$ cat config.mk
export PLATFORM = sky130hd
export DESIGN_NAME = ibus_unit
export DESIGN_NICKNAME = d
export VERILOG_FILES = /design/src/source/fetch_pkg.sv /design/src/source/ibus_unit.sv
export SDC_FILE = /design/constraint.sdc
export NUM_CORES = 1
export LEC_CHECK = 0
export ABC_AREA = 1
export BUFFER_PORTS_ARGS = -buffer_cell sky130_fd_sc_hd__clkbuf_2
export CORE_AREA = 2 2 72 68
export DETAILED_ROUTE_END_ITERATION = 7
export DIE_AREA = 0 0 74 70
export GPL_TIMING_DRIVEN = 0
export PLACE_DENSITY = 0.76
export REMOVE_ABC_BUFFERS = 1
export SYNTH_ARGS = -nofsm -noshare
export SYNTH_HDL_FRONTEND = slang
export SYNTH_SLANG_ARGS = --single-unit
$ cat constraint.sdc
create_clock -name clk -period 1.5 [get_ports clk]
set_input_delay 0.45 -clock clk [delete_from_list [all_inputs] [get_ports clk]]
set_output_delay 0.45 -clock clk [all_outputs]
set_load 0.01 [all_outputs]
$ cat src/source/fetch_pkg.sv
`default_nettype none

package fetch_pkg;

    //////////////////////////////
    // Memory map

    localparam logic [31:0] RESET_VEC = 32'h0000_1000;

    localparam logic [31:0] ILOCAL_BASE = 32'h0000_1000;
    localparam int ILOCAL_WORDS = 256;

    localparam logic [31:0] IBUS_BASE = 32'h0001_0000;
    localparam int IBUS_WORDS = 1024;

    // Outstanding requests tracked by fetch
    localparam int ATTR_DEPTH = 2;

    // Fetch source indices
    localparam int NUM_SOURCES = 2;
    localparam int SRC_LOCAL = 0;
    localparam int SRC_BUS = 1;

    //////////////////////////////
    // Fetch side

    typedef struct packed {
        logic [31:0] pc;
        logic address_valid;
        logic source_id;
    } fetch_attr_t;

    typedef struct packed {
        logic valid;
        logic [31:0] pc;
        logic [31:0] instruction;
        logic ok;
    } fetch_result_t;

    //////////////////////////////
    // Memory load and bus traffic

    typedef struct packed {
        logic we;
        logic [7:0] addr;
        logic [31:0] data;
    } imem_write_t;

    typedef struct packed {
        logic req;
        logic [31:0] addr;
    } ibus_req_t;

    typedef struct packed {
        logic ack;
        logic [31:0] data;
    } ibus_rsp_t;

    // Common link between fetch and each source
    typedef struct packed {
        logic new_request;
        logic [31:0] addr;
    } source_req_t;

    typedef struct packed {
        logic ready;
        logic data_valid;
        logic [31:0] data;
    } source_rsp_t;

endpackage

`default_nettype wire

$ cat src/source/ibus_unit.sv
`timescale 1ns/1ps
`default_nettype none

module ibus_unit
    import fetch_pkg::*;
(
    input  logic        clk,
    input  logic        rst,
    input  source_req_t req,
    output source_rsp_t rsp,
    output ibus_req_t   bus_req,
    input  ibus_rsp_t   bus_rsp
);

    logic busy;
    logic req_strobe;
    logic [31:0] req_addr;

    //////////////////////////////
    // Outstanding request tracking

    // Busy from the request until its ack
    always_ff @(posedge clk) begin
        if (rst) begin
            busy <= 1'b0;
        end else if (req.new_request) begin
            busy <= 1'b1;
        end else if (bus_rsp.ack) begin
            busy <= 1'b0;
        end
    end

    // Bus strobe lags the fetch request by a cycle
    always_ff @(posedge clk) begin
        if (rst) begin
            req_strobe <= 1'b0;
        end else begin
            req_strobe <= req.new_request;
        end
    end

    always_ff @(posedge clk) begin
        if (req.new_request) begin
            req_addr <= req.addr;
        end
    end

    //////////////////////////////
    // Bus side
    assign bus_req.req = req_strobe;
    assign bus_req.addr = req_addr;

    // Fetch side
    // Stray acks outside a request are ignored
    assign rsp.ready = ~busy;
    assign rsp.data_valid = busy & bus_rsp.ack;
    assign rsp.data = bus_rsp.data;

endmodule

`default_nettype wire

==> key figures <==
Logic synthesis
  – Cells after Synth: 76
  – Average cell area after synthesis: between 15 and 20 sq um
  – Ys flop type: edfxtp_1
  – YS warnings: 0
  – Count leader, synth: buf_4
  – Yosys top cell area share: 74.85%
  – Yosys top cell by area: edfxtp_1
  – Distinct cells, synth: 6
  – Main area contributors after synthesis: edfxtp_1, buf_4, dfxtp_1
  – Commonest cells in the netlist: buf_4, edfxtp_1, inv_1
  – Post-synthesis sequential area ratio: between 70 and 80%
  – Yosys reg bits: 34
  – Ys async rst share: 0%
  – Post-synth EDFFs: 32
  – Synth Cell Area: 0.001284 sq mm

Route
  – DR iter-0 viols: 30
  – Routed len/inst: approximately 19 microns
  – Vias after detailed routing: between 700 and 800
  – Via density per instance: 3.951
  – Drc violations: 0
  – WL final: 3576 microns
  – 1st-pass router iterations: 3
  – Antenna viol nets, final: 0

Die
  – IO Count: about 140
  – Row count: 24
  – Initial Utilization: between 20% and 30%
  – Core Region: between 0.004 and 0.005 sq mm
  – Die Wd: between 70 and 80 microns
  – Die H: 70 microns
  – Die area: about 0.0052 sq mm

Clock network
  – CTS root buf: clkbuf_8
  – Clock Tree Buf Depth: 2
  – Worst-path clk slew: 60 ps
  – CTS sink cnt: 34
  – Clock latency on the worst-skew pair: about 270 ps
  – Resized cells post-CTS: 0
  – Clock tree from TritonCTS: yes
  – H-tree depth: 2
  – CTS buffer count: 5
  – Post-CTS repair timing setup buffer count: 0
  – Hold Buf Count CTS: 0

Cells and area
  – Area growth, synth to finish: 20.27%
  – Layout cell share with drive strength beyond 1: 62.50%
  – Antenna Cells: 0
  – Final Util: around 34%
  – Fill count: 450
  – Nets: between 150 and 200

GRT
  – Vias in the first global route: between 700 and 800
  – GRT met1 Usage: ~17%
  – Grt ovf: 0
  – Antenna violations before repair: 0
  – First-pass GRT wire length: ~4900 microns
  – GRT met3 Usage: roughly 16%
  – Global route hottest layer: met1
  – Met2 Usage GRT: 16.37%
  – GRT Util Overall: around 14%
  – Largest net degree at the start of global routing: 34

Run status
  – Outcome: finished, final reports clean

Timing
  – Final worst path period need: between 1000 and 1500 ps
  – Fin Clk Skew: 0 ps
  – Fin. max-slew vios: 0
  – Final setup viols: 0
  – Worst Max-Slew Pin Slew: slightly below 800 ps
  – Hold WS: roughly 350 ps
  – Slew HR: 47.82%
  – Setup ws final: approximately 190 ps
  – Period utilisation layout: roughly 88%
  – Fmax: about 0.76 GHz
  – Unrepaired setup endpoints after global routing: false
  – Final Hold Viols: 0
  – Setup TNS Final: 0 ps

Min path
  – Hold_sp: req[19]
  – Hold path cells: 1
  – Min-Delay Path Class: in -> reg
  – Hold Path End: req_addr[19]$_DFFE_PP_

Setup path
  – CP Capture Type: output port
  – Crit path kind: reg -> out
  – Reg2Reg Setup Slack: 940 ps
  – Crit-path max FO: 3
  – FF-to-FF End: busy$_SDFFE_PP0P_
  – CP peak stage delay: around 360 ps
  – CP cell instances: nand2_1 -> inv_1 -> clkbuf_2
  – R2R Path Start: busy$_SDFFE_PP0P_
  – CP arrival: about 860 ps
  – Reg2reg path depth: 2
  – Slowest stage cell, crit path: dfxtp_1
  – Startpoint types: register
  – Worst Path Required: 1050 ps

Power
  – Total power: a little under 2000 uW
  – Power per cell area: between 1000 and 1500 mW/mm^2
  – Leakage dissipation: 0.0006998 uW
  – Worst-case vdd ir drop: 0.4584 mV

Job
  – Max-cap violations: 0

Placement
  – Port Buffers: 70
  – DP Wirelength: 2948 microns
  – Pre-CTS WS: between 10 and 15 ps
  – GPL Wtd Cong: between 0.7 and 0.8
cells by family (layout without fill, tap and decap cells):
kind of cell | count (synthesis) | count (layout) | synth area share [%]
buf+inv | 38 | 82 | 20.76
simple gates | 4 | 4 | 1.267
flops | 34 | 34 | 77.97
stage by stage:
step / instances / instance area, sq um
3_3_place_gp: 178 / 1468
3_5_place_dp: 178 / 1468
4_1_cts: 185 / 1544
2_1_floorplan: 43 / 1036
6_report: 185 / 1544
5_1_grt: 185 / 1544
state kept, by name (all words and copies together) (netlist names):
register    flops
busy            1
req_strobe      1
req_addr       32
layout by cell type, fill, tap and decap left out:
cell type   n
clkbuf_1    2
inv_1       5
nand3_1     1
clkbuf_8    5
edfxtp_1   32
dfxtp_1     2
nand2_1     3
clkbuf_2   70
layer usage:
metal | share of wire (%) | wire length (microns) | up-vias
met5 | 0 | 0 | -
met4 | 0.89 | 32 | 0
met3 | 21 | 743 | 4
met2 | 40 | 1433 | 88
met1 | 38 | 1366 | 329
li1 | - | - | 310
final cells by class:
type                    count  area, sq um  share of cell area (%)
multi-input cells           4        16.27                   1.053
well taps                  65        81.33                   5.267
inverters                   5        18.77                   1.216
flip-flops and latches     34         1001                   64.83
clock buffers               7        76.32                   4.943
repair buffers             70        350.3                   22.69
power breakdown:
part / internal (uW) / switching, uW
logic: 79.8 / 97.8
registers: 1120 / 21.5
clock network: 319 / 282
total: 1520 / 401
worst max-delay path, delay by kind of cell (launching register included):
family | cells | cell delay (ps)
flip-flops | 1 | 360
AND/OR/NAND/NOR | 1 | 70
buffers and inverters | 2 | 170
worst max-delay path by stage:
stage,startpoint,endpoint
after floorplan,bus_rsp[32],rsp[32]
final,busy$_SDFFE_PP0P_,rsp[32]
after CTS,busy$_SDFFE_PP0P_,rsp[32]
after global placement,req[32],req_addr[29]$_DFFE_PP_
after detailed placement,req[32],req_addr[7]$_DFFE_PP_
after global routing,busy$_SDFFE_PP0P_,rsp[32]
Power figures use the tool's default switching activity.
