<file path="config.mk">
export PLATFORM = sky130hd
export DESIGN_NAME = fetch
export DESIGN_NICKNAME = d
export VERILOG_FILES = /design/src/source/fetch_pkg.sv /design/src/source/fetch.sv /design/src/source/fetch_attr_fifo.sv
export SDC_FILE = /design/constraint.sdc
export NUM_CORES = 1
export LEC_CHECK = 0
export BUFFER_PORTS_ARGS = -buffer_cell sky130_fd_sc_hd__buf_2
export CORE_AREA = 2 2 114 143
export DETAILED_ROUTE_END_ITERATION = 8
export DIE_AREA = 0 0 116 145
export PLACE_DENSITY = 0.69
export SLEW_MARGIN = 15
export SYNTH_ARGS = -nofsm -noshare
export SYNTH_HDL_FRONTEND = slang
export SYNTH_SLANG_ARGS = --single-unit
export TNS_END_PERCENT = 20
</file>
<file path="constraint.sdc">
create_clock -name clk -period 9.1 [get_ports clk]
set_input_delay 1.82 -clock clk [delete_from_list [all_inputs] [get_ports clk]]
set_output_delay 1.82 -clock clk [all_outputs]
set_load 0.01 [all_outputs]
</file>
<file path="src/source/fetch_pkg.sv">
`default_nettype none

package fetch_pkg;

    //////////////////////////////
    // Memory map

    localparam logic [31:0] RESET_VEC = 32'h0000_1000;

    localparam logic [31:0] ILOCAL_BASE = 32'h0000_1000;
    localparam int ILOCAL_WORDS = 256;

    localparam logic [31:0] IBUS_BASE = 32'h0001_0000;
    localparam int IBUS_WORDS = 1024;

    // Outstanding requests tracked by fetch
    localparam int ATTR_DEPTH = 2;

    // Fetch source indices
    localparam int NUM_SOURCES = 2;
    localparam int SRC_LOCAL = 0;
    localparam int SRC_BUS = 1;

    //////////////////////////////
    // Fetch side

    typedef struct packed {
        logic [31:0] pc;
        logic address_valid;
        logic source_id;
    } fetch_attr_t;

    typedef struct packed {
        logic valid;
        logic [31:0] pc;
        logic [31:0] instruction;
        logic ok;
    } fetch_result_t;

    //////////////////////////////
    // Memory load and bus traffic

    typedef struct packed {
        logic we;
        logic [7:0] addr;
        logic [31:0] data;
    } imem_write_t;

    typedef struct packed {
        logic req;
        logic [31:0] addr;
    } ibus_req_t;

    typedef struct packed {
        logic ack;
        logic [31:0] data;
    } ibus_rsp_t;

    // Common link between fetch and each source
    typedef struct packed {
        logic new_request;
        logic [31:0] addr;
    } source_req_t;

    typedef struct packed {
        logic ready;
        logic data_valid;
        logic [31:0] data;
    } source_rsp_t;

endpackage

`default_nettype wire

</file>
<file path="src/source/fetch.sv">
`timescale 1ns/1ps
`default_nettype none

module fetch
    import fetch_pkg::*;
(
    input  logic          clk,
    input  logic          rst,

    input  logic          redirect,
    input  logic [31:0]   redirect_pc,
    input  logic          fetch_hold,

    output source_req_t   local_req,
    output source_req_t   bus_req,
    input  source_rsp_t   local_rsp,
    input  source_rsp_t   bus_rsp,

    output fetch_result_t fetch_out
);

    logic [31:0] pc;
    logic [31:0] pc_plus_4;
    logic [31:0] next_pc;

    logic [31:0] local_offset;
    logic [31:0] bus_offset;
    logic local_match;
    logic bus_match;
    logic address_valid;

    logic [NUM_SOURCES-1:0] unit_ready;
    logic [NUM_SOURCES-1:0] unit_data_valid;
    logic [31:0] unit_data [NUM_SOURCES];

    logic issue;
    logic complete;

    fetch_attr_t attr_in;
    fetch_attr_t attr_head;
    logic attr_valid;
    logic attr_full;

    logic [$clog2(ATTR_DEPTH+1)-1:0] inflight_count;
    logic [$clog2(ATTR_DEPTH+1)-1:0] inflight_count_next;
    logic [$clog2(ATTR_DEPTH+1)-1:0] flush_count;

    //////////////////////////////
    // PC

    // Redirect wins over sequential fetch
    assign pc_plus_4 = pc + 32'd4;
    assign next_pc = redirect ? {redirect_pc[31:2], 2'b00} : pc_plus_4;

    always_ff @(posedge clk) begin
        if (rst) begin
            pc <= RESET_VEC;
        end else if (redirect | issue) begin
            pc <= next_pc;
        end
    end

    // Region decode
    // Offsets wrap below a base so one compare covers each region
    assign local_offset = pc - ILOCAL_BASE;
    assign bus_offset = pc - IBUS_BASE;
    assign local_match = (local_offset < 32'(4 * ILOCAL_WORDS));
    assign bus_match = (bus_offset < 32'(4 * IBUS_WORDS));
    assign address_valid = local_match | bus_match;

    //////////////////////////////
    // Source gathering
    assign unit_ready[SRC_LOCAL] = local_rsp.ready;
    assign unit_ready[SRC_BUS] = bus_rsp.ready;
    assign unit_data_valid[SRC_LOCAL] = local_rsp.data_valid;
    assign unit_data_valid[SRC_BUS] = bus_rsp.data_valid;
    assign unit_data[SRC_LOCAL] = local_rsp.data;
    assign unit_data[SRC_BUS] = bus_rsp.data;

    // Issue control
    assign issue = (&unit_ready) & ~attr_full & ~fetch_hold & ~redirect;

    // Unmapped addresses strobe no source
    assign local_req.new_request = issue & local_match;
    assign local_req.addr = pc;
    assign bus_req.new_request = issue & bus_match;
    assign bus_req.addr = pc;

    //////////////////////////////
    // Request attributes kept oldest first
    assign attr_in.pc = pc;
    assign attr_in.address_valid = address_valid;
    assign attr_in.source_id = bus_match ? 1'(SRC_BUS) : 1'(SRC_LOCAL);

    fetch_attr_fifo attr_fifo (
        .clk      (clk),
        .rst      (rst),
        .push     (issue),
        .data_in  (attr_in),
        .pop      (complete),
        .data_out (attr_head),
        .valid    (attr_valid),
        .full     (attr_full)
    );

    // Faulting requests retire as soon as they reach the head
    assign complete = attr_valid &
                      (attr_head.address_valid ? unit_data_valid[attr_head.source_id] : 1'b1);

    //////////////////////////////
    // In-flight and flush counting
    assign inflight_count_next = inflight_count + issue - complete;

    always_ff @(posedge clk) begin
        if (rst) begin
            inflight_count <= '0;
        end else begin
            inflight_count <= inflight_count_next;
        end
    end

    // Requests still outstanding at a redirect belong to the old path
    always_ff @(posedge clk) begin
        if (rst) begin
            flush_count <= '0;
        end else if (redirect) begin
            flush_count <= inflight_count_next;
        end else if (complete && flush_count != '0) begin
            flush_count <= flush_count - 1'b1;
        end
    end

    //////////////////////////////
    // Result forwarding

    // Completion in the redirect cycle is also old path
    assign fetch_out.valid = complete & (flush_count == '0) & ~redirect;
    assign fetch_out.pc = attr_head.pc;
    assign fetch_out.instruction = attr_head.address_valid ?
                                   unit_data[attr_head.source_id] : 32'd0;
    assign fetch_out.ok = attr_head.address_valid;

endmodule

`default_nettype wire

</file>
<file path="src/source/fetch_attr_fifo.sv">
`timescale 1ns/1ps
`default_nettype none

module fetch_attr_fifo
    import fetch_pkg::*;
(
    input  logic        clk,
    input  logic        rst,
    input  logic        push,
    input  fetch_attr_t data_in,
    input  logic        pop,
    output fetch_attr_t data_out,
    output logic        valid,
    output logic        full
);

    fetch_attr_t entries [ATTR_DEPTH];
    logic [$clog2(ATTR_DEPTH)-1:0] rd_ptr;
    logic [$clog2(ATTR_DEPTH)-1:0] wr_ptr;
    logic [$clog2(ATTR_DEPTH+1)-1:0] count;

    // Storage written at the tail
    always_ff @(posedge clk) begin
        if (push) begin
            entries[wr_ptr] <= data_in;
        end
    end

    // Pointer and occupancy tracking
    always_ff @(posedge clk) begin
        if (rst) begin
            rd_ptr <= '0;
            wr_ptr <= '0;
            count <= '0;
        end else begin
            if (push) begin
                wr_ptr <= (int'(wr_ptr) == ATTR_DEPTH - 1) ? '0 : wr_ptr + 1'b1;
            end
            if (pop) begin
                rd_ptr <= (int'(rd_ptr) == ATTR_DEPTH - 1) ? '0 : rd_ptr + 1'b1;
            end
            case ({push, pop})
                2'b10:   count <= count + 1'b1;
                2'b01:   count <= count - 1'b1;
                default: count <= count;
            endcase
        end
    end

    // Oldest entry is visible without a pop
    assign data_out = entries[rd_ptr];
    assign valid = (count != '0);
    assign full = (int'(count) == ATTR_DEPTH);

endmodule

`default_nettype wire

</file>
==> flow_metrics.tcl <==
set metrics [dict create \
    outcome "finished, final reports clean" \
    synth.avg_cell_area_um2 10.1 \
    core-area_um2 15400 \
    initial_core_util_pct 34.3 \
    grt_max_degree 55 \
    p_per_area_nw_per_um2 204 \
    wl_mm 14.9 \
    fmax_mhz 198 \
    crit_chain "buf_2 -> nand3b_1 -> or2_2 -> nor2_1 -> inv_1 -> nor2_1 -> buf_2" \
    grt_first_pass_wirelength_mm 21.3 \
    period_share_pct 55.5 \
    place_congestion 0.770 \
    nets 816 \
    min_from "attr_fifo.count[1]" \
    crit_family "simple AND/OR/NAND/NOR gates" \
    period_needed_ns 5.05 \
    cts.clk_slew.worst_paths_ns 0.07 \
    whs_ns 0.517 \
    ys_ff_latch 103 \
    peakVddDrop_v 0.0000793 \
    wl_per_cell_um 16.1 \
    drt_iter0_drc 149 \
    yosys_warnings 0 \
    end_kind "primary output" \
    drive_above_1_share_pct 40.7 \
    cts_tree "done" \
    dr.pass1.iters 4 \
    dieArea_um2 16800 \
    worstSetupStartpointType "input port" \
    ant_nets 0 \
    vias 4380 \
    vias_per_cell 4.74 \
    synth_edf_count 64 \
    hold_viol_final 0 \
    hpwl_mm 10.8 \
    finalInstanceArea_um2 6700 \
    cts_buffer_depth 2 \
    hold_class "flop to flop" \
    yosys.area.top_type "edfxtp_1" \
    synthCells 524 \
    timing.critical_path.depth 7 \
    grt_pass1_vias 3950 \
    fp-row-count 51 \
    cp.required_ns 7.28 \
    yosysSeqAreaShare_pct 51.0 \
    worst_pin_slew_ns 1.10 \
    worst-r2r-setup-slack_ns 5.87 \
    finClkSkew_ns 0.00601 \
    io_pins 236 \
    maxCapViolations 0 \
    cp.arrival_ns 3.23 \
    slowest_stage "or2_2" \
    synth_ff_type "edfxtp_1" \
    synthesis.area_um2 5300 \
    setup_viol 0 \
    hold_buffers 0 \
    grt_setup_unrepaired "no" \
    cp_max_fo 6 \
    cts_root_buffer "clkbuf_16" \
    fp.dieH_um 145 \
    reg2reg_depth 10 \
    async_flop_share_pct 0 \
    cts_made_buffers 9 \
    die_w_um 116 \
    yosys-top-cells-area "edfxtp_1, dfxtp_1, mux2_2" \
    portBuffers 227 \
    crit_path_max_incr_delay_ns 0.39 \
    whs_endpoint "attr_fifo.count[1]" \
    htree_levels 3 \
    slew_headroom_pct 26.8 \
    cts.sinks 103 \
    r2r-end "flush_count[1]" \
    drc_errors 0 \
    clk_latency_ns 0.35 \
    antenna_found_initial 2 \
    crit_buf_inv 3 \
    place_area_um2 6390 \
    post_cts_buffers 0 \
    hold_depth 2 \
    gr-usage-all-layers_pct 16.7 \
    grt_overflow 0 \
    p_leak_nw 2.85 \
    synth_top_area_share_pct 36.3 \
    ys_types 46 \
    report.final.slew_viol_count 0 \
    setup_tns_ns 0 \
    cts-resized-gates 0 \
    critical_path_class "input port to primary output" \
    syn_to_final_growth_pct 26.4 \
]
==> area by class of cell <==
| class | count | area [µm²] |
|---|---|---|
| Antenna cell | 1 | 2.50 |
| Clock buffer | 9 | 225 |
| Clock inverter | 7 | 86.3 |
| Fill cell | 1518 | 8740 |
| Inverter | 13 | 48.8 |
| Multi-Input combinational cell | 351 | 2220 |
| Sequential cell | 103 | 2700 |
| Tap cell | 212 | 265 |
| Timing Repair Buffer | 229 | 1150 |
==> cells in the mapped netlist, drive strengths merged (5+ instances only) <==
master  number
a211oi      19
a21oi       44
and3         5
buf         43
clkbuf      19
dfxtp       39
edfxtp      64
ha           5
inv         13
mux2        31
mux2i        5
nand2       90
nand3       13
nand4       13
nor2        39
nor4        11
xnor2       12
xor2        22
==> cells in the final DEF (no fill, tap or decap), types with 2 or more instances in the layout <==
cell type,instances
nor3b_1,2
nor3_1,4
or3_1,3
nor4_2,3
xnor2_1,12
nand3_1,12
nor2_1,38
clkbuf_16,9
nor2b_1,3
o21bai_1,2
inv_1,12
a211oi_1,19
conb_1,6
buf_2,227
nand4_1,12
nor4_4,2
dfxtp_1,38
a311oi_1,3
o21ai_0,3
and3_1,4
nor4_1,6
inv_8,2
mux2_2,31
ha_1,5
or4_1,4
nand2_1,90
xor2_1,22
nand4b_1,2
a21oi_1,44
inv_6,2
edfxtp_1,64
mux2i_1,3
buf_4,2
==> per-stage QoR <==
step	total power [mW]	util (%)	instances	setup WS, ns
floorplan	0.832	-	529	4.44
global placement	0.971	41.4	908	4.07
detailed placement	0.975	41.4	908	4.07
CTS	1.38	43.4	924	4.05
global route	1.44	43.4	925	3.90
finish	1.36	43.4	925	4.05
==> state kept, by name, summed over array words and instances, names as in the netlist, named ones only <==
signal / cells
attr_fifo.entries: 64
pc: 30
attr_fifo.count: 2
flush_count: 2
inflight_count: 2
attr_fifo.rd_ptr: 1
attr_fifo.wr_ptr: 1
==> worst min-delay path, delay by kind of cell (launching register included) <==
kind | cells | cell delay [ns]
AOI/OAI and AO/OA | 2 | 0.14
DFF | 1 | 0.34
==> kinds of logic (layout without fill, tap and decap cells) <==
family,Yosys count,count (layout),synth area share (%)
other cells,1,7,0.0708
buf+inv,75,258,7.93
mux,36,36,7.60
xor+xnor,34,34,5.62
simple gates,194,194,17.9
compound gates,76,76,8.71
fa+ha+maj,5,5,1.18
flops,103,103,51.0
==> worst max-delay path by stage <==
stage               start       endpoint
3_3_place_gp   fetch_hold    bus_req[32]
5_1_grt        fetch_hold    bus_req[32]
2_1_floorplan  fetch_hold    bus_req[32]
6_report       fetch_hold  local_req[32]
3_5_place_dp   fetch_hold    bus_req[32]
4_1_cts        fetch_hold  local_req[32]
==> power breakdown <==
group          leakage [nW]  switching [mW]  internal (mW)
combinational          1.80           0.217          0.180
sequential            0.907          0.0385          0.524
clock                 0.150           0.185          0.220
==> layer usage <==
layer  share of wire (%)  track usage [%]  wire, µm  up-vias
met3                 6.1             2.88       906       16
met1                  40             19.1      5900     2010
li1                    -                -         -     2185
met4                 1.8             5.65       267        0
met5                   0                0         0        -
met2                  52             30.8      7800      169
(Power assumes the default switching activity.)
